[src/cpu_pkg.sv]
`default_nettype none

package cpu_pkg;

    typedef logic [31:0] word_t;
    typedef logic [4:0]  reg_idx_t;
    typedef logic [5:0]  opcode_t;
    typedef logic [5:0]  funct_t;

    // Same eight conditions as the branch selector in decode, plus a no-branch value.
    typedef enum logic [3:0] {
        BK_NONE,
        BK_EQ,
        BK_NE,
        BK_LEZ,
        BK_GTZ,
        BK_LTZ,
        BK_GEZ,
        BK_LTZAL,
        BK_GEZAL
    } branch_kind_t;

    typedef enum logic [1:0] {
        JK_NONE,
        JK_IMM,   // J and JAL.
        JK_REG    // JR and JALR.
    } jump_kind_t;

    localparam word_t EXC_VECTOR = 32'hBFC0_0380;

    //////////////////////////////
    // Primary opcodes.
    localparam opcode_t OP_SPECIAL = 6'b000000;
    localparam opcode_t OP_REGIMM  = 6'b000001;
    localparam opcode_t OP_J       = 6'b000010;
    localparam opcode_t OP_JAL     = 6'b000011;
    localparam opcode_t OP_BEQ     = 6'b000100;
    localparam opcode_t OP_BNE     = 6'b000101;
    localparam opcode_t OP_BLEZ    = 6'b000110;
    localparam opcode_t OP_BGTZ    = 6'b000111;
    localparam opcode_t OP_COP0    = 6'b010000;

    // REGIMM branches are told apart by the rt field.
    localparam reg_idx_t RT_BLTZ   = 5'b00000;
    localparam reg_idx_t RT_BGEZ   = 5'b00001;
    localparam reg_idx_t RT_BLTZAL = 5'b10000;
    localparam reg_idx_t RT_BGEZAL = 5'b10001;

    localparam funct_t FN_JR   = 6'b001000;
    localparam funct_t FN_JALR = 6'b001001;
    localparam funct_t FN_ERET = 6'b011000;

endpackage

`default_nettype wire

[src/fe_stream_if.sv]
`timescale 1ns/100ps
`default_nettype none

interface fe_stream_if;
    import cpu_pkg::*;

    logic  valid;
    logic  ready;
    word_t pc;
    word_t instr;
    word_t rs_data;
    word_t rt_data;
    logic  addr_err;   // Fetch address was not word aligned.

    modport src (
        output valid, pc, instr, rs_data, rt_data, addr_err,
        input  ready
    );

    modport dst (
        input  valid, pc, instr, rs_data, rt_data, addr_err,
        output ready
    );

endinterface

`default_nettype wire

[src/branch_ctrl_decode.sv]
`timescale 1ns/100ps
`default_nettype none

module branch_ctrl_decode (
    input  cpu_pkg::word_t        instr,
    output cpu_pkg::branch_kind_t branch_kind,
    output cpu_pkg::jump_kind_t   jump_kind,
    output logic                  is_eret
);
    import cpu_pkg::*;

    opcode_t  opcode;
    reg_idx_t rt_field;
    funct_t   funct;

    assign opcode   = instr[31:26];
    assign rt_field = instr[20:16];
    assign funct    = instr[5:0];

    always_comb begin
        branch_kind = BK_NONE;
        jump_kind   = JK_NONE;
        is_eret     = 1'b0;
        case (opcode)
            OP_BEQ:  branch_kind = BK_EQ;
            OP_BNE:  branch_kind = BK_NE;
            OP_BLEZ: branch_kind = BK_LEZ;
            OP_BGTZ: branch_kind = BK_GTZ;
            OP_J:    jump_kind   = JK_IMM;
            OP_JAL:  jump_kind   = JK_IMM;

            OP_REGIMM: begin
                case (rt_field)
                    RT_BLTZ:   branch_kind = BK_LTZ;
                    RT_BGEZ:   branch_kind = BK_GEZ;
                    RT_BLTZAL: branch_kind = BK_LTZAL;
                    RT_BGEZAL: branch_kind = BK_GEZAL;
                    default:   branch_kind = BK_NONE;
                endcase
            end

            OP_SPECIAL: begin
                if ((funct == FN_JR) || (funct == FN_JALR)) begin
                    jump_kind = JK_REG;
                end
            end

            // ERET lives in the CO space of COP0.
            OP_COP0: begin
                is_eret = instr[25] && (funct == FN_ERET);
            end

            default: begin
                branch_kind = BK_NONE;
                jump_kind   = JK_NONE;
            end
        endcase
    end

endmodule

`default_nettype wire

[src/branch_unit_top.sv]
`timescale 1ns/100ps
`default_nettype none

module branch_unit_top #(
    parameter int QUEUE_DEPTH = 4
) (
    input  logic              clk,
    input  logic              rst,
    input  logic              in_valid,
    output logic              in_ready,
    input  cpu_pkg::word_t    in_pc,
    input  cpu_pkg::word_t    in_instr,
    input  cpu_pkg::word_t    in_rs_data,
    input  cpu_pkg::word_t    in_rt_data,
    input  cpu_pkg::word_t    cp0_epc,
    output logic              out_valid,
    input  logic              out_ready,
    output cpu_pkg::word_t    out_next_pc,
    output logic              out_redirect,
    output logic              out_delay_slot,
    output logic              out_exc,
    output cpu_pkg::reg_idx_t out_rs,
    output cpu_pkg::reg_idx_t out_rt,
    output cpu_pkg::reg_idx_t out_rd
);
    import cpu_pkg::*;

    fe_stream_if fe_bus ();

    logic     res_valid;
    logic     res_ready;
    word_t    res_next_pc;
    logic     res_redirect;
    logic     res_delay_slot;
    logic     res_exc;
    reg_idx_t res_rs;
    reg_idx_t res_rt;
    reg_idx_t res_rd;

    //////////////////////////////
    fe_capture u_capture (
        .clk        (clk),
        .rst        (rst),
        .in_valid   (in_valid),
        .in_ready   (in_ready),
        .in_pc      (in_pc),
        .in_instr   (in_instr),
        .in_rs_data (in_rs_data),
        .in_rt_data (in_rt_data),
        .downstream (fe_bus.src)
    );

    next_pc_resolve u_resolve (
        .clk            (clk),
        .rst            (rst),
        .upstream       (fe_bus.dst),
        .cp0_epc        (cp0_epc),
        .res_valid      (res_valid),
        .res_ready      (res_ready),
        .res_next_pc    (res_next_pc),
        .res_redirect   (res_redirect),
        .res_delay_slot (res_delay_slot),
        .res_exc        (res_exc),
        .res_rs         (res_rs),
        .res_rt         (res_rt),
        .res_rd         (res_rd)
    );

    result_queue #(
        .QUEUE_DEPTH (QUEUE_DEPTH)
    ) u_queue (
        .clk            (clk),
        .rst            (rst),
        .wr_valid       (res_valid),
        .wr_ready       (res_ready),
        .wr_next_pc     (res_next_pc),
        .wr_redirect    (res_redirect),
        .wr_delay_slot  (res_delay_slot),
        .wr_exc         (res_exc),
        .wr_rs          (res_rs),
        .wr_rt          (res_rt),
        .wr_rd          (res_rd),
        .out_valid      (out_valid),
        .out_ready      (out_ready),
        .out_next_pc    (out_next_pc),
        .out_redirect   (out_redirect),
        .out_delay_slot (out_delay_slot),
        .out_exc        (out_exc),
        .out_rs         (out_rs),
        .out_rt         (out_rt),
        .out_rd         (out_rd)
    );

endmodule

`default_nettype wire

[src/fe_capture.sv]
`timescale 1ns/100ps
`default_nettype none

module fe_capture (
    input  logic           clk,
    input  logic           rst,
    input  logic           in_valid,
    output logic           in_ready,
    input  cpu_pkg::word_t in_pc,
    input  cpu_pkg::word_t in_instr,
    input  cpu_pkg::word_t in_rs_data,
    input  cpu_pkg::word_t in_rt_data,
    fe_stream_if.src       downstream
);
    import cpu_pkg::*;

    typedef enum logic [1:0] {EMPTY, ONE, TWO} fill_t;

    fill_t state;
    fill_t state_next;
    word_t head_pc;
    word_t head_instr;
    word_t head_rs;
    word_t head_rt;
    word_t skid_pc;
    word_t skid_instr;
    word_t skid_rs;
    word_t skid_rt;
    logic  push;
    logic  pop;
    logic  load_head;
    logic  load_skid;
    logic  shift_skid;

    assign push = in_valid && in_ready;
    assign pop  = downstream.valid && downstream.ready;

    // The head entry is loaded directly when it is free or leaves in this cycle.
    assign load_head  = push && ((state == EMPTY) || ((state == ONE) && pop));
    assign load_skid  = push && (state == ONE) && !pop;
    assign shift_skid = pop && (state == TWO);

    always_comb begin
        state_next = state;
        case (state)
            EMPTY: begin
                if (push) state_next = ONE;
            end
            ONE: begin
                if (push && !pop) state_next = TWO;
                else if (pop && !push) state_next = EMPTY;
            end
            TWO: begin
                if (pop) state_next = ONE;
            end
            default: state_next = EMPTY;
        endcase
    end

    // Ready is registered, so a downstream stall never reaches in_ready in the same cycle.
    always_ff @(posedge clk) begin
        if (rst) begin
            state    <= EMPTY;
            in_ready <= 1'b0;
        end else begin
            state    <= state_next;
            in_ready <= (state_next != TWO);
        end
    end

    always_ff @(posedge clk) begin
        if (load_head) begin
            head_pc    <= in_pc;
            head_instr <= in_instr;
            head_rs    <= in_rs_data;
            head_rt    <= in_rt_data;
        end else if (shift_skid) begin
            head_pc    <= skid_pc;
            head_instr <= skid_instr;
            head_rs    <= skid_rs;
            head_rt    <= skid_rt;
        end
        if (load_skid) begin
            skid_pc    <= in_pc;
            skid_instr <= in_instr;
            skid_rs    <= in_rs_data;
            skid_rt    <= in_rt_data;
        end
    end

    assign downstream.valid    = (state != EMPTY);
    assign downstream.pc       = head_pc;
    assign downstream.instr    = head_instr;
    assign downstream.rs_data  = head_rs;
    assign downstream.rt_data  = head_rt;
    assign downstream.addr_err = |head_pc[1:0];

    a_hold_stable : assert property (@(posedge clk) disable iff (rst)
        downstream.valid && !downstream.ready |=>
            downstream.valid && $stable(downstream.pc) && $stable(downstream.instr)
            && $stable(downstream.rs_data) && $stable(downstream.rt_data));

endmodule

`default_nettype wire

[src/next_pc_resolve.sv]
`timescale 1ns/100ps
`default_nettype none

module next_pc_resolve (
    input  logic              clk,
    input  logic              rst,
    fe_stream_if.dst          upstream,
    input  cpu_pkg::word_t    cp0_epc,
    output logic              res_valid,
    input  logic              res_ready,
    output cpu_pkg::word_t    res_next_pc,
    output logic              res_redirect,
    output logic              res_delay_slot,
    output logic              res_exc,
    output cpu_pkg::reg_idx_t res_rs,
    output cpu_pkg::reg_idx_t res_rt,
    output cpu_pkg::reg_idx_t res_rd
);
    import cpu_pkg::*;

    branch_kind_t branch_kind;
    jump_kind_t   jump_kind;
    logic         is_eret;
    word_t        rs;
    word_t        pc_plus4;
    word_t        sign_imm;
    word_t        branch_target;
    word_t        jump_target;
    word_t        next_pc;
    logic         rs_eq_rt;
    logic         rs_zero;
    logic         rs_gtz;
    logic         taken;
    logic         accept;

    branch_ctrl_decode u_decode (
        .instr       (upstream.instr),
        .branch_kind (branch_kind),
        .jump_kind   (jump_kind),
        .is_eret     (is_eret)
    );

    assign upstream.ready = !res_valid || res_ready;
    assign accept         = upstream.valid && upstream.ready;

    //////////////////////////////
    // Branch conditions.
    assign rs       = upstream.rs_data;
    assign rs_eq_rt = (rs == upstream.rt_data);
    assign rs_zero  = (rs == '0);
    assign rs_gtz   = !rs[31] && !rs_zero;

    always_comb begin
        case (branch_kind)
            BK_EQ:    taken = rs_eq_rt;
            BK_NE:    taken = !rs_eq_rt;
            BK_LEZ:   taken = !rs_gtz;
            BK_GTZ:   taken = rs_gtz;
            BK_LTZ:   taken = !rs_gtz && !rs_zero;
            BK_LTZAL: taken = !rs_gtz && !rs_zero;
            BK_GEZ:   taken = rs_gtz || rs_zero;
            BK_GEZAL: taken = rs_gtz || rs_zero;
            default:  taken = 1'b0;
        endcase
    end

    //////////////////////////////
    // Target selection.
    assign pc_plus4      = upstream.pc + 32'd4;
    assign sign_imm      = {{16{upstream.instr[15]}}, upstream.instr[15:0]};
    assign branch_target = pc_plus4 + {sign_imm[29:0], 2'b00};
    assign jump_target   = {pc_plus4[31:28], upstream.instr[25:0], 2'b00};

    always_comb begin
        if (upstream.addr_err) begin
            next_pc = EXC_VECTOR;   // A bad fetch beats whatever the word decodes to.
        end else if (is_eret) begin
            next_pc = cp0_epc;
        end else if (jump_kind == JK_REG) begin
            next_pc = rs;
        end else if (jump_kind == JK_IMM) begin
            next_pc = jump_target;
        end else if (taken) begin
            next_pc = branch_target;
        end else begin
            next_pc = pc_plus4;
        end
    end

    always_ff @(posedge clk) begin
        if (rst) begin
            res_valid <= 1'b0;
        end else if (accept) begin
            res_valid <= 1'b1;
        end else if (res_ready) begin
            res_valid <= 1'b0;
        end
    end

    always_ff @(posedge clk) begin
        if (accept) begin
            res_next_pc    <= next_pc;
            res_redirect   <= (next_pc != pc_plus4);
            res_delay_slot <= (branch_kind != BK_NONE) || (jump_kind != JK_NONE);
            res_exc        <= upstream.addr_err;
            res_rs         <= upstream.instr[25:21];
            res_rt         <= upstream.instr[20:16];
            res_rd         <= upstream.instr[15:11];
        end
    end

    a_valid_held : assert property (@(posedge clk) disable iff (rst)
        $fell(res_valid) |-> $past(res_ready));

endmodule

`default_nettype wire

[src/result_queue.sv]
`timescale 1ns/100ps
`default_nettype none

module result_queue #(
    parameter int QUEUE_DEPTH = 4
) (
    input  logic              clk,
    input  logic              rst,
    input  logic              wr_valid,
    output logic              wr_ready,
    input  cpu_pkg::word_t    wr_next_pc,
    input  logic              wr_redirect,
    input  logic              wr_delay_slot,
    input  logic              wr_exc,
    input  cpu_pkg::reg_idx_t wr_rs,
    input  cpu_pkg::reg_idx_t wr_rt,
    input  cpu_pkg::reg_idx_t wr_rd,
    output logic              out_valid,
    input  logic              out_ready,
    output cpu_pkg::word_t    out_next_pc,
    output logic              out_redirect,
    output logic              out_delay_slot,
    output logic              out_exc,
    output cpu_pkg::reg_idx_t out_rs,
    output cpu_pkg::reg_idx_t out_rt,
    output cpu_pkg::reg_idx_t out_rd
);
    import cpu_pkg::*;

    localparam int PTR_W   = (QUEUE_DEPTH > 1) ? $clog2(QUEUE_DEPTH) : 1;
    localparam int CNT_W   = $clog2(QUEUE_DEPTH + 1);
    localparam int ENTRY_W = $bits(word_t) + 3 + 3 * $bits(reg_idx_t);

    logic [ENTRY_W-1:0] mem [QUEUE_DEPTH];
    logic [PTR_W-1:0]   wr_ptr;
    logic [PTR_W-1:0]   rd_ptr;
    logic [CNT_W-1:0]   count;
    logic               wr_en;
    logic               rd_en;

    assign wr_ready  = (count < CNT_W'(QUEUE_DEPTH));
    assign out_valid = (count != '0);
    assign wr_en     = wr_valid && wr_ready;
    assign rd_en     = out_valid && out_ready;

    always_ff @(posedge clk) begin
        if (wr_en) begin
            mem[wr_ptr] <= {wr_next_pc, wr_redirect, wr_delay_slot, wr_exc,
                            wr_rs, wr_rt, wr_rd};
        end
    end

    // Pointers wrap explicitly so any depth works, not only powers of two.
    always_ff @(posedge clk) begin
        if (rst) begin
            wr_ptr <= '0;
            rd_ptr <= '0;
            count  <= '0;
        end else begin
            if (wr_en) begin
                wr_ptr <= (wr_ptr == PTR_W'(QUEUE_DEPTH - 1)) ? '0 : wr_ptr + 1'b1;
            end
            if (rd_en) begin
                rd_ptr <= (rd_ptr == PTR_W'(QUEUE_DEPTH - 1)) ? '0 : rd_ptr + 1'b1;
            end
            if (wr_en && !rd_en) count <= count + 1'b1;
            else if (rd_en && !wr_en) count <= count - 1'b1;
        end
    end

    assign {out_next_pc, out_redirect, out_delay_slot, out_exc,
            out_rs, out_rt, out_rd} = mem[rd_ptr];

    // Equal pointers with a non-zero count means every slot is taken.
    a_no_write_full : assert property (@(posedge clk) disable iff (rst)
        wr_en |-> !((wr_ptr == rd_ptr) && (count != '0)));

    // Equal pointers below a full count mean the queue is empty.
    a_no_read_empty : assert property (@(posedge clk) disable iff (rst)
        rd_en |-> ((wr_ptr != rd_ptr) || (count == CNT_W'(QUEUE_DEPTH))));

endmodule

`default_nettype wire

[config.mk]
export PLATFORM = sky130hd
export DESIGN_NAME = branch_unit_top
export DESIGN_NICKNAME = d
export VERILOG_FILES = /design/src/cpu_pkg.sv /design/src/fe_stream_if.sv /design/src/branch_ctrl_decode.sv /design/src/branch_unit_top.sv /design/src/fe_capture.sv /design/src/next_pc_resolve.sv /design/src/result_queue.sv
export SDC_FILE = /design/constraint.sdc
export NUM_CORES = 1
export LEC_CHECK = 0
export ABC_AREA = 0
export ABC_CLOCK_PERIOD_IN_PS = 9770
export BUFFER_PORTS_ARGS = -buffer_cell sky130_fd_sc_hd__buf_2
export CORE_MARGIN = 2
export CORE_UTILIZATION = 43
export CTS_BUF_LIST = sky130_fd_sc_hd__clkbuf_16
export DETAILED_ROUTE_END_ITERATION = 10
export GPL_TIMING_DRIVEN = 0
export SKIP_LAST_GASP = 1
export SYNTH_ARGS = -nofsm -noshare
export SYNTH_HDL_FRONTEND = slang
export SYNTH_SLANG_ARGS = --single-unit
[constraint.sdc]
create_clock -name clk -period 9.77 [get_ports clk]
set_input_delay 0.977 -clock clk [delete_from_list [all_inputs] [get_ports clk]]
set_output_delay 0.977 -clock clk [all_outputs]
set_load 0.01 [all_outputs]
==> results of run 1 <==
path summary, 6_finish.rpt:
check / startpoint / end / slack (ns)
max: u_capture.downstream.pc[2] / u_resolve.res_redirect / 3.62
min: u_queue.rd_ptr[1] / register / 0.49
max reg2reg: u_capture.downstream.pc[2] / u_resolve.res_redirect / 3.62
min reg2reg: u_queue.rd_ptr[1] / register / 0.49
cell families (layout without fill, tap and decap cells):
group | count (synthesis) | count (layout) | share of synthesized area [%]
AOI/OAI and AO/OA | 315 | 315 | 8.530
xor gates and xnor gates | 96 | 96 | 3.556
adders and majority gates | 44 | 44 | 2.340
buffers and inverters | 97 | 415 | 1.527
DFF | 519 | 519 | 63.93
muxes | 199 | 199 | 11.51
other | 0 | 1 | 0
and+or+nand+nor | 399 | 399 | 8.602
layout make-up:
type	count	area (um2)	share of cell area, %
tap	748	935.9	3.329
antenna	1	2.502	0.008900
inverter	34	130.1	0.4628
buffer	63	239.0	0.8500
clock buffer	53	1326	4.717
multi-input combinational	1053	8389	29.84
timing repair buffer	225	1319	4.690
clock inverter	40	319.1	1.135
sequential	519	15450	54.97
registers in the layout, summed over array words and instances, names as in the netlist, named ones only:
| register | count |
|---|---|
| u_capture.downstream.pc | 32 |
| u_capture.downstream.rs_data | 32 |
| u_resolve.res_rd | 5 |
| u_resolve.res_exc | 1 |
| u_capture.in_ready | 1 |
| u_capture.skid_instr | 32 |
| u_resolve.res_delay_slot | 1 |
| u_queue.rd_ptr | 2 |
| u_capture.skid_pc | 32 |
| u_capture.skid_rt | 32 |
| u_queue.wr_ptr | 2 |
| u_capture.downstream.instr | 32 |
| u_capture.skid_rs | 32 |
| u_resolve.res_rs | 5 |
| u_queue.mem | 200 |
| u_resolve.res_rt | 5 |
| u_resolve.res_valid | 1 |
| u_capture.state | 2 |
| u_resolve.res_redirect | 1 |
| u_queue.count | 3 |
| u_resolve.res_next_pc | 32 |
| u_capture.downstream.rt_data | 32 |
per-stage QoR:
stage                     cells  utilization, %  worst slack, ns  total power [uW]
after floorplan            1669               -            3.262              3133
after global placement     2632           47.35           0.6851              3442
after detailed placement   2642           47.86            3.758              3446
after CTS                  2735           50.83            3.723              5359
after global routing       2736           50.83            3.388              5517
final                      2736           50.83            3.619              5306
Yosys cell counts, types with 4 or more instances:
cell type	count
a21o_1	16
nand4_1	24
o21a_1	7
o21ai_0	69
a32oi_1	4
xor2_1	62
o31ai_1	5
ha_1	42
nand2_1	101
nor3_1	37
and2_1	15
o21bai_1	4
nor4_1	23
and3_1	5
or4_1	12
o311ai_0	5
mux4_2	50
nor2b_1	10
mux2i_1	17
or3_1	7
a21oi_1	90
a22o_1	7
edfxtp_1	506
o22ai_1	8
a211oi_1	11
dfxtp_1	13
o2111ai_1	7
or2_2	8
a2bb2oi_1	8
clkbuf_1	58
o2bb2ai_1	4
xnor2_1	33
a22oi_1	11
o211ai_1	11
nand3_1	35
o221ai_1	4
nor2_1	89
inv_1	31
mux2_2	132
nand2b_1	9
a31oi_1	13
routing by layer:
layer  part of all wire (%)  vias up  routed length (um)  global-route usage [%]
met5                      0        -                   0                       0
met3                    6.3      103                4312                   3.340
met4                    2.7        0                1879                   6.659
met2                     46      628               31900                   37.76
li1                       -     7138                   -                       -
met1                     44     7827               30540                   34.01
report_power, final:
part           internal [uW]  switching, uW
registers               2530           71.3
logic                    330            468
clock network           1070            837
worst register-to-register path: cells and delay by family, from the launching register on:
kind	cells	cell delay [ns]
xor+xnor	1	0.71
compound gates	3	1.30
fa+ha+maj	1	0.45
flops	1	0.55
buf+inv	1	0.21
simple gates	10	2.66
==> metrics.md, run 1 <==
| Metric | Value |
|---|---|
| Status | `completed` |
| Pwr/cell area | `188.7 nW/um2` |
| Final setup fails | `0` |
| Max Clk Rate | `0.1626 GHz` |
| Most frequent cells in the layout | `edfxtp_1, buf_2, mux2_2, nand2_1` |
| Worst min-delay path class | `register to register` |
| Crit end category | `register` |
| Bufs and invs on worst path | `1` |
| Area Overhead vs Synth | `16.31%` |
| Unrepaired setup endpoints after global routing | `false` |
| Die area | `58130 um2` |
| Worst-margin pin slew | `1.303 ns` |
| First-pass GRT wire length | `99720 um` |
| Largest net degree at the start of global routing | `67` |
| Leakage Power | `0.009640 uW` |
| Post-synth EDFFs | `506` |
| H-tree level count | `2` |
| Setup TNS | `0 ns` |
| Grt total ovfl | `0` |
| Endpoints failing hold | `0` |
| Antenna violations before repair | `3` |
| Vias in the first global route | `15080` |
| Ys async rst share | `0%` |
| Final non-filler cell area | `28120 um2` |
| Yosys Warn Count | `0` |
| CTS max path bufs | `3` |
| Most common cell after layout, fill and taps aside | `edfxtp_1` |
| Final net count | `2157` |
| Worst EP required | `10.08 ns` |
| CTS Buf Count | `53` |
| WHS | `0.4929 ns` |
| Area contributors post-synth | `edfxtp_1, mux2_2, mux4_2` |
| Fill cells | `4772` |
| Root buf cell | `clkbuf_16` |
| Die height | `241.1 um` |
| Chip Width | `241.1 um` |
| Largest stage delay on the critical path | `0.71 ns` |
| Postcts setup bufs | `0` |
| Critical path depth | `16` |
| Core Footprint | `55310 um2` |
| Top cell type's share of synthesized area | `62.86%` |
| Worst path slowest cell | `xnor2_1` |
| Io pins | `216` |
| Post-synthesis sequential area ratio | `63.93%` |
| Starting density of the core | `43.71%` |
| Rel. slew slack | `12.45%` |
| DRT Pass-1 Iters | `5` |
| Synthesized instance count | `1669` |
| Vias | `15700` |
| WL per Instance | `25.09 um` |
| Max IR drop VDD | `0.1555 mV` |
| IO buf count | `215` |
| Tot GR Track Use | `23.68%` |
| Syn Nets | `1877` |
| Worst skew pair latency | `0.62 ns` |
| Layout cell share with drive strength beyond 1 | `25.97%` |
| Sink Count | `519` |
| Number of synthesized register bits | `519` |
| Post-layout minimum cycle time | `6.151 ns` |
| Top cell by count, worst path | `or4_1` |
| Worst path cell trace | `nand4_1, or4_1, clkbuf_1, xnor2_1, ha_1, nand2_1, or3_1, a21oi_1, or3_1, o311ai_0, or4_1, nand3_1, o41a_1, nor2_1, nand4_1, or4_1` |
| Clock slew at reported path FFs | `0.06 ns` |
| Critical-path maximum fanout | `8` |
| CTS tree | `yes` |
| Dpl hpwl | `51470 um` |
| Initial DRC count | `1397` |
| Worst r2r path cells | `16` |
| Rows | `86` |
| Max Slew Vio Count | `0` |
| Startpoint types | `register` |
| Number of max-cap violations | `0` |
| Total Wirelength | `68630 um` |
| Post-cts resize count | `0` |
| Cell variety after synth | `81` |
| Via density | `5.737` |
| Final period util | `62.96%` |
| WS Path Type | `register to register` |
| Dpl cell area | `26470 um2` |
| Average cell area after synthesis | `14.48 um2` |
| CTS Hold Bufs | `0` |
| Arrival time of the worst setup path | `6.46 ns` |
| DRC | `0` |
| Mapped cell area | `24170 um2` |
| Crit-path leading delay family | `simple AND/OR/NAND/NOR gates` |
| Yosys top cell by area | `edfxtp_1` |
| Post-synth top flop | `edfxtp_1` |
| GPL Wtd Cong | `0.9367` |
| Min-Delay Path Depth | `2` |
| Fin Clk Skew | `0.03651 ns` |
| Antenna viol nets, final | `0` |
No activity file was read; power rests on OpenSTA's default activity.
==> run 2: changes to the inputs <==
--- a/config.mk
+++ b/config.mk
@@ -6,7 +6,7 @@
 export NUM_CORES = 1
 export LEC_CHECK = 0
 export ABC_AREA = 0
-export ABC_CLOCK_PERIOD_IN_PS = 9770
+export ABC_CLOCK_PERIOD_IN_PS = 6000
 export BUFFER_PORTS_ARGS = -buffer_cell sky130_fd_sc_hd__buf_2
 export CORE_MARGIN = 2
 export CORE_UTILIZATION = 43
==> constraint.sdc (replaced) <==
create_clock -name clk -period 6 [get_ports clk]
set_input_delay 0.6 -clock clk [delete_from_list [all_inputs] [get_ports clk]]
set_output_delay 0.6 -clock clk [all_outputs]
set_load 0.01 [all_outputs]
==> run 2 against run 1 <==
Wire length up 0.75%. Global-route usage up 0.43 points. Via count down 0.17%. Design area down 0.12%. Die area unchanged. Count of clock-buffer cells in the layout unchanged. First-iteration DRC count up 2.8%. Total power up 61%. Cell count up 0.22%. Register-to-register slack worse by 3.4 ns. Critical path type unchanged. Critical endpoint unchanged. Highest routed layer is now met5.
==> metrics.md, run 2 (synthesized netlist as in run 1, its figures left out) <==
| Metric | Value |
|---|---|
| Fin Clk Skew | `0.03067 ns (was 0.03651 ns)` |
| GPL Wtd Cong | `0.9277 (was 0.9367)` |
| Vias in the first global route | `15520 (was 15080)` |
| Largest stage delay on the critical path | `0.67 ns (was 0.71 ns)` |
| Final non-filler cell area | `28080 um2 (was 28120 um2)` |
| Max Clk Rate | `0.1744 GHz (was 0.1626 GHz)` |
| Antenna cell count | `0 (was 1)` |
| Root buf cell | `clkbuf_16 (unchanged)` |
| Sink Count | `519 (unchanged)` |
| Antenna violations before repair | `2 (was 3)` |
| Starting density of the core | `43.71% (unchanged)` |
| Tot GR Track Use | `24.12% (was 23.68%)` |
| Most common cell after layout, fill and taps aside | `edfxtp_1 (unchanged)` |
| Largest net degree at the start of global routing | `59 (was 67)` |
| Final net count | `2159 (was 2157)` |
| IO buf count | `215 (unchanged)` |
| CTS Buf Count | `53 (unchanged)` |
| Grt total ovfl | `0 (unchanged)` |
| Startpoint types | `register (unchanged)` |
| Max IR drop VDD | `0.1897 mV (was 0.1555 mV)` |
| Antenna viol nets, final | `0 (unchanged)` |
| Worst min-delay path class | `primary input to register (was register to register)` |
| Io pins | `216 (unchanged)` |
| Die area | `58130 um2 (unchanged)` |
| Unrepaired setup endpoints after global routing | `false (unchanged)` |
| Fin worst setup slack | `0.2646 ns (was 3.619 ns)` |
| Final setup fails | `0 (unchanged)` |
| DRT Pass-1 Iters | `7 (was 5)` |
| Total Wirelength | `69150 um (was 68630 um)` |
| Chip Width | `241.1 um (unchanged)` |
| Worst-margin pin slew | `1.300 ns (was 1.303 ns)` |
| Layout cell share with drive strength beyond 1 | `25.73% (was 25.97%)` |
| CTS tree | `yes (unchanged)` |
| WHS | `0.1776 ns (was 0.4929 ns)` |
| Crit end category | `register (unchanged)` |
| Leakage Power | `0.009633 uW (was 0.009640 uW)` |
| Core Footprint | `55310 um2 (unchanged)` |
| Area Overhead vs Synth | `16.16% (was 16.31%)` |
| Setup TNS | `0 ns (unchanged)` |
| Number of max-cap violations | `0 (unchanged)` |
| Clock slew at reported path FFs | `0.06 ns (about the same)` |
| WL per Instance | `25.22 um (was 25.09 um)` |
| Rows | `86 (unchanged)` |
| Largest register FFs | `200 (unchanged)` |
| Fill cells | `4843 (was 4772)` |
| First-pass GRT wire length | `101800 um (was 99720 um)` |
| Worst path slowest cell | `o311ai_0 (was xnor2_1)` |
| Max Slew Vio Count | `0 (unchanged)` |
| Worst skew pair latency | `0.61 ns (was 0.62 ns)` |
| Dpl hpwl | `51820 um (was 51470 um)` |
| Pwr/cell area | `304.2 nW/um2 (was 188.7 nW/um2)` |
| Initial DRC count | `1436 (was 1397)` |
| DRC | `0 (unchanged)` |
| Post-layout minimum cycle time | `5.735 ns (was 6.151 ns)` |
| Dpl cell area | `26440 um2 (was 26470 um2)` |
| Die height | `241.1 um (unchanged)` |
| Vias | `15670 (was 15700)` |
| Via density | `5.714 (was 5.737)` |
| Most frequent cells in the layout | `edfxtp_1, buf_2, mux2_2, nand2_1 (unchanged)` |
| Worst EP required | `6.32 ns (was 10.08 ns)` |
| Status | `completed (unchanged)` |
| Final period util | `95.59% (was 62.96%)` |
| Arrival time of the worst setup path | `6.06 ns (was 6.46 ns)` |
| CTS Hold Bufs | `0 (unchanged)` |
| Worst path cell trace | `ha_1, xnor2_1, inv_1, ha_1, nor2b_1, o2111ai_1, a21oi_1, or3_1, o311ai_0, or4_1, nand3_1, o41a_1, nor2_1, nand4_1, or4_1 (was nand4_1, or4_1, clkbuf_1, xnor2_1, ha_1, nand2_1, or3_1, a21oi_1, or3_1, o311ai_0, or4_1, nand3_1, o41a_1, nor2_1, nand4_1, or4_1)` |
| Setup WS pre-CTS | `-0.03709 ns (was 3.758 ns)` |
| Critical-path maximum fanout | `5 (was 8)` |
| WS Path Type | `register to register (unchanged)` |
| Endpoints failing hold | `0 (unchanged)` |
| CTS max path bufs | `3 (unchanged)` |
| H-tree level count | `2 (unchanged)` |
| Top reg by flops | `u_queue.mem (unchanged)` |
| Rel. slew slack | `12.66% (was 12.45%)` |
[run 2: layer usage]
metal	up-vias	share of wire (%)	global-route usage, %
li1	7163	-	-
met1	7829	44	33.82
met2	557	47	38.82
met3	118	6.3	4.095
met4	2	2.8	6.921
met5	-	0.012	0
[run 2: area by class of cell]
cell class                      instances  area (um2)  share of cell area, %
Buffer                                 63       239.0                 0.8510
Clock buffer                           53        1326                  4.723
Clock inverter                         45       266.5                 0.9491
Inverter                               34       130.1                 0.4634
Multi-Input combinational cell       1053        8419                  29.98
Sequential cell                       519       15450                  55.04
Tap cell                              748       935.9                  3.333
Timing Repair Buffer                  227        1309                  4.661
[run 2: power by group]
group          switching [uW]  internal, uW  leakage (uW)
combinational             768           540       0.00408
sequential                113          4120       0.00474
clock                    1350          1650      0.000816
total                    2230          6310       0.00963
[run 2: path summary, 6_finish.rpt]
path                             startpoint                      to  slack (ns)  cells past startpoint
min reg2reg  u_capture.downstream.instr[22]     u_resolve.res_rs[1]        0.47                      0
min                           in_rs_data[1]    u_capture.skid_rs[1]        0.18                      1
max              u_capture.downstream.pc[2]  u_resolve.res_redirect        0.26                     15
max reg2reg      u_capture.downstream.pc[2]  u_resolve.res_redirect        0.26                     15
[run 2: worst max-delay path, delay by kind of cell, from the launching register on]
family | cells | cell delay [ns]
adder cells (fa/ha/maj) | 2 | 0.65
AO/OA/AOI/OAI | 4 | 1.77
buffers and inverters | 1 | 0.22
XOR/XNOR | 1 | 0.53
flip-flops | 1 | 0.44
AND/OR/NAND/NOR | 7 | 1.86
[run 2: stage by stage]
| stage | power, uW | instances | utilization [%] |
|---|---|---|---|
| 2_1_floorplan | 5102 | 1669 | - |
| 3_3_place_gp | 5606 | 2632 | 47.36 |
| 3_5_place_dp | 5613 | 2642 | 47.81 |
| 6_report | 8542 | 2742 | 50.77 |
| 5_1_grt | 8888 | 2742 | 50.77 |
| 4_1_cts | 8616 | 2740 | 50.70 |
[run 2: what timing repair did]
item | 4_1_cts | 5_1_grt
endpoints found under the setup margin | 1 | 1
resized for setup | 1 | 3
setup buffers | 0 | 2
==> run 3: changes to the inputs <==
--- a/config.mk
+++ b/config.mk
@@ -12,7 +12,7 @@
 export CORE_UTILIZATION = 43
 export CTS_BUF_LIST = sky130_fd_sc_hd__clkbuf_16
 export DETAILED_ROUTE_END_ITERATION = 10
-export GPL_TIMING_DRIVEN = 0
+export GPL_TIMING_DRIVEN = 1
 export SKIP_LAST_GASP = 1
 export SYNTH_ARGS = -nofsm -noshare
 export SYNTH_HDL_FRONTEND = slang
==> run 3 against run 2 <==
Clock power increased by 9.0%. Worst setup slack improved by 0.14 ns. First-iteration DRC count decreased by 1.5%. Highest routed layer is now met4. Critical path type unchanged. Wire length decreased by 2.0%.
==> metrics.md, run 3 (synthesized netlist as in run 1, its figures left out) <==
| Metric | Value |
|---|---|
| Die height | `241.1 um (unchanged)` |
| Pwr/cell area | `313.4 nW/um2 (was 304.2 nW/um2)` |
| R2r setup slk | `0.41 ns (was 0.26 ns)` |
| Core Footprint | `55310 um2 (unchanged)` |
| R2r endpoint | `u_resolve.res_redirect (unchanged)` |
| Met1 usage | `33.48% (was 33.82%)` |
| Met2 Resource Use GR | `37.49% (was 38.82%)` |
| Worst min-delay path class | `primary input to register (unchanged)` |
| WS Path Type | `register to register (unchanged)` |
| Clock slew at reported path FFs | `0.06 ns (about the same)` |
| CTS max path bufs | `3 (unchanged)` |
| Bufs and invs on worst path | `0 (was 1)` |
| Rel. slew slack | `31.41% (was 12.66%)` |
| IO buf count | `215 (unchanged)` |
| Leakage Power | `0.009676 uW (was 0.009633 uW)` |
| Largest stage delay on the critical path | `0.68 ns (was 0.67 ns)` |
| Worst EP required | `6.34 ns (was 6.32 ns)` |
| Dpl hpwl | `49510 um (was 51820 um)` |
| Max Clk Rate | `0.1788 GHz (was 0.1744 GHz)` |
| M3 GR Usage | `3.328% (was 4.095%)` |
| CTS tree | `yes (unchanged)` |
| Largest register FFs | `200 (unchanged)` |
| H-tree level count | `2 (unchanged)` |
| GPL Wtd Cong | `0.9252 (was 0.9277)` |
| DRT Pass-1 Iters | `6 (was 7)` |
| CTS Hold Bufs | `0 (unchanged)` |
| Worst r2r path cells | `16 (was 15)` |
| Initial DRC count | `1414 (was 1436)` |
| Die area | `58130 um2 (unchanged)` |
| Hold EP | `u_capture.skid_rs[27] (was u_capture.skid_rs[1])` |
| Unrepaired setup endpoints after global routing | `false (unchanged)` |
| Postcts setup bufs | `0 (unchanged)` |
| Fin Clk Skew | `0.02617 ns (was 0.03067 ns)` |
| Top reg by flops | `u_queue.mem (unchanged)` |
| FF-to-FF Start | `u_capture.downstream.pc[2] (unchanged)` |
| Post-layout minimum cycle time | `5.592 ns (was 5.735 ns)` |
| Crit-path leading delay family | `simple AND/OR/NAND/NOR gates (unchanged)` |
| HP Start | `in_rs_data[27] (was in_rs_data[1])` |
| Setup TNS | `0 ns (unchanged)` |
| Seq. cell area | `15460 um2 (was 15450 um2)` |
| Io pins | `216 (unchanged)` |
| Max Slew Vio Count | `0 (unchanged)` |
| First-pass GRT wire length | `99810 um (was 101800 um)` |
| Startpoint types | `register (unchanged)` |
| Most frequent cells in the layout | `edfxtp_1, buf_2, mux2_2, nand2_1 (unchanged)` |
| Grt peak-use layer | `met2 (unchanged)` |
| Worst-margin pin slew | `1.025 ns (was 1.300 ns)` |
| Final setup fails | `0 (unchanged)` |
| Post-cts resize count | `0 (was 1)` |
| Final net count | `2117 (was 2159)` |
| Root buf cell | `clkbuf_16 (unchanged)` |
| WL per Instance | `25.07 um (was 25.22 um)` |
| Largest net degree at the start of global routing | `129 (was 59)` |
| Chip Width | `241.1 um (unchanged)` |
| Vias in the first global route | `15370 (was 15520)` |
| Worst skew pair latency | `0.61 ns (about the same)` |
| Worst path cell trace | `nand4_1, or4_1, nor2_1, xor2_1, ha_1, a21oi_1, o221ai_1, a221o_1, or3b_2, o221ai_1, xnor2_1, nor2_1, a21oi_1, nand4_1, a2111o_1, or4_1 (was ha_1, xnor2_1, inv_1, ha_1, nor2b_1, o2111ai_1, a21oi_1, or3_1, o311ai_0, or4_1, nand3_1, o41a_1, nor2_1, nand4_1, or4_1)` |
| WHS | `0.1742 ns (was 0.1776 ns)` |
| Endpoints failing hold | `0 (unchanged)` |
| Starting density of the core | `43.71% (unchanged)` |
| Via density | `5.701 (was 5.714)` |
| Antenna violations before repair | `2 (unchanged)` |
| Final period util | `93.19% (was 95.59%)` |
| Antenna viol nets, final | `0 (unchanged)` |
| Vias | `15400 (was 15670)` |
| Rows | `86 (unchanged)` |
| Area Overhead vs Synth | `15.95% (was 16.16%)` |
| Sink Count | `519 (unchanged)` |
| Min-Delay Path Depth | `1 (unchanged)` |
| Number of max-cap violations | `0 (unchanged)` |
| DRC | `0 (unchanged)` |
| Fill cells | `4756 (was 4843)` |
| Total Wirelength | `67740 um (was 69150 um)` |
| Most common cell after layout, fill and taps aside | `edfxtp_1 (unchanged)` |
| Arrival time of the worst setup path | `5.93 ns (was 6.06 ns)` |
| Grt total ovfl | `0 (unchanged)` |
| Status | `completed (unchanged)` |
| Max IR drop VDD | `0.2224 mV (was 0.1897 mV)` |
| Layout cell share with drive strength beyond 1 | `27.75% (was 25.73%)` |
| Crit end category | `register (unchanged)` |
| Worst path slowest cell | `or4_1 (was o311ai_0)` |
| Multi-input gate area | `8393 um2 (was 8419 um2)` |
| Tot GR Track Use | `23.44% (was 24.12%)` |
| CTS Buf Count | `54 (was 53)` |
| Critical-path maximum fanout | `8 (was 5)` |
run 3: worst max-delay path by stage:
| stage | start | end | slack (ns) | cells past startpoint |
|---|---|---|---|---|
| after floorplan | u_capture.downstream.pc[6] | u_resolve.res_redirect | 1.25 | 17 |
| after global placement | u_capture.downstream.pc[2] | u_resolve.res_redirect | 0.53 | 17 |
| after detailed placement | u_capture.downstream.pc[2] | u_resolve.res_redirect | 0.43 | 17 |
| after CTS | u_capture.downstream.pc[6] | u_resolve.res_redirect | 0.42 | 16 |
| after global routing | u_capture.downstream.pc[6] | u_resolve.res_redirect | 0.12 | 16 |
| final | u_capture.downstream.pc[2] | u_resolve.res_redirect | 0.41 | 16 |
run 3: cell type report:
class,count,area share [%]
sequential,519,55.16
multi-input combinational,1053,29.95
clock buffer,55,4.911
timing repair buffer,247,4.830
tap,748,3.339
clock inverter,45,1.344
inverter,34,0.4643
antenna,1,0.008928
run 3: per-layer routing:
| layer | routed length [um] | vias to the layer above |
|---|---|---|
| li1 | - | 7076 |
| met1 | 30580 | 7714 |
| met2 | 31770 | 518 |
| met3 | 3697 | 95 |
| met4 | 1692 | 0 |
| met5 | 0 | - |
run 3: metrics by stage:
stage | total power, uW | utilization [%] | setup slack, ns | instances | instance area [um2]
after floorplan | 5102 | - | 1.247 | 1669 | 24180
final | 8784 | 50.68 | 0.4085 | 2702 | 28030
after CTS | 8877 | 50.67 | 0.4173 | 2701 | 28030
after global routing | 9129 | 50.68 | 0.1175 | 2702 | 28030
after global placement | 5593 | 47.50 | 0.5313 | 2601 | 26270
after detailed placement | 5597 | 47.50 | 0.4252 | 2601 | 26270
run 3: power breakdown:
group | internal (uW) | leakage (uW) | switching, uW
combinational | 532 | 0.00405 | 713
clock | 1880 | 0.000887 | 1390
sequential | 4120 | 0.00474 | 148
total | 6540 | 0.00968 | 2250
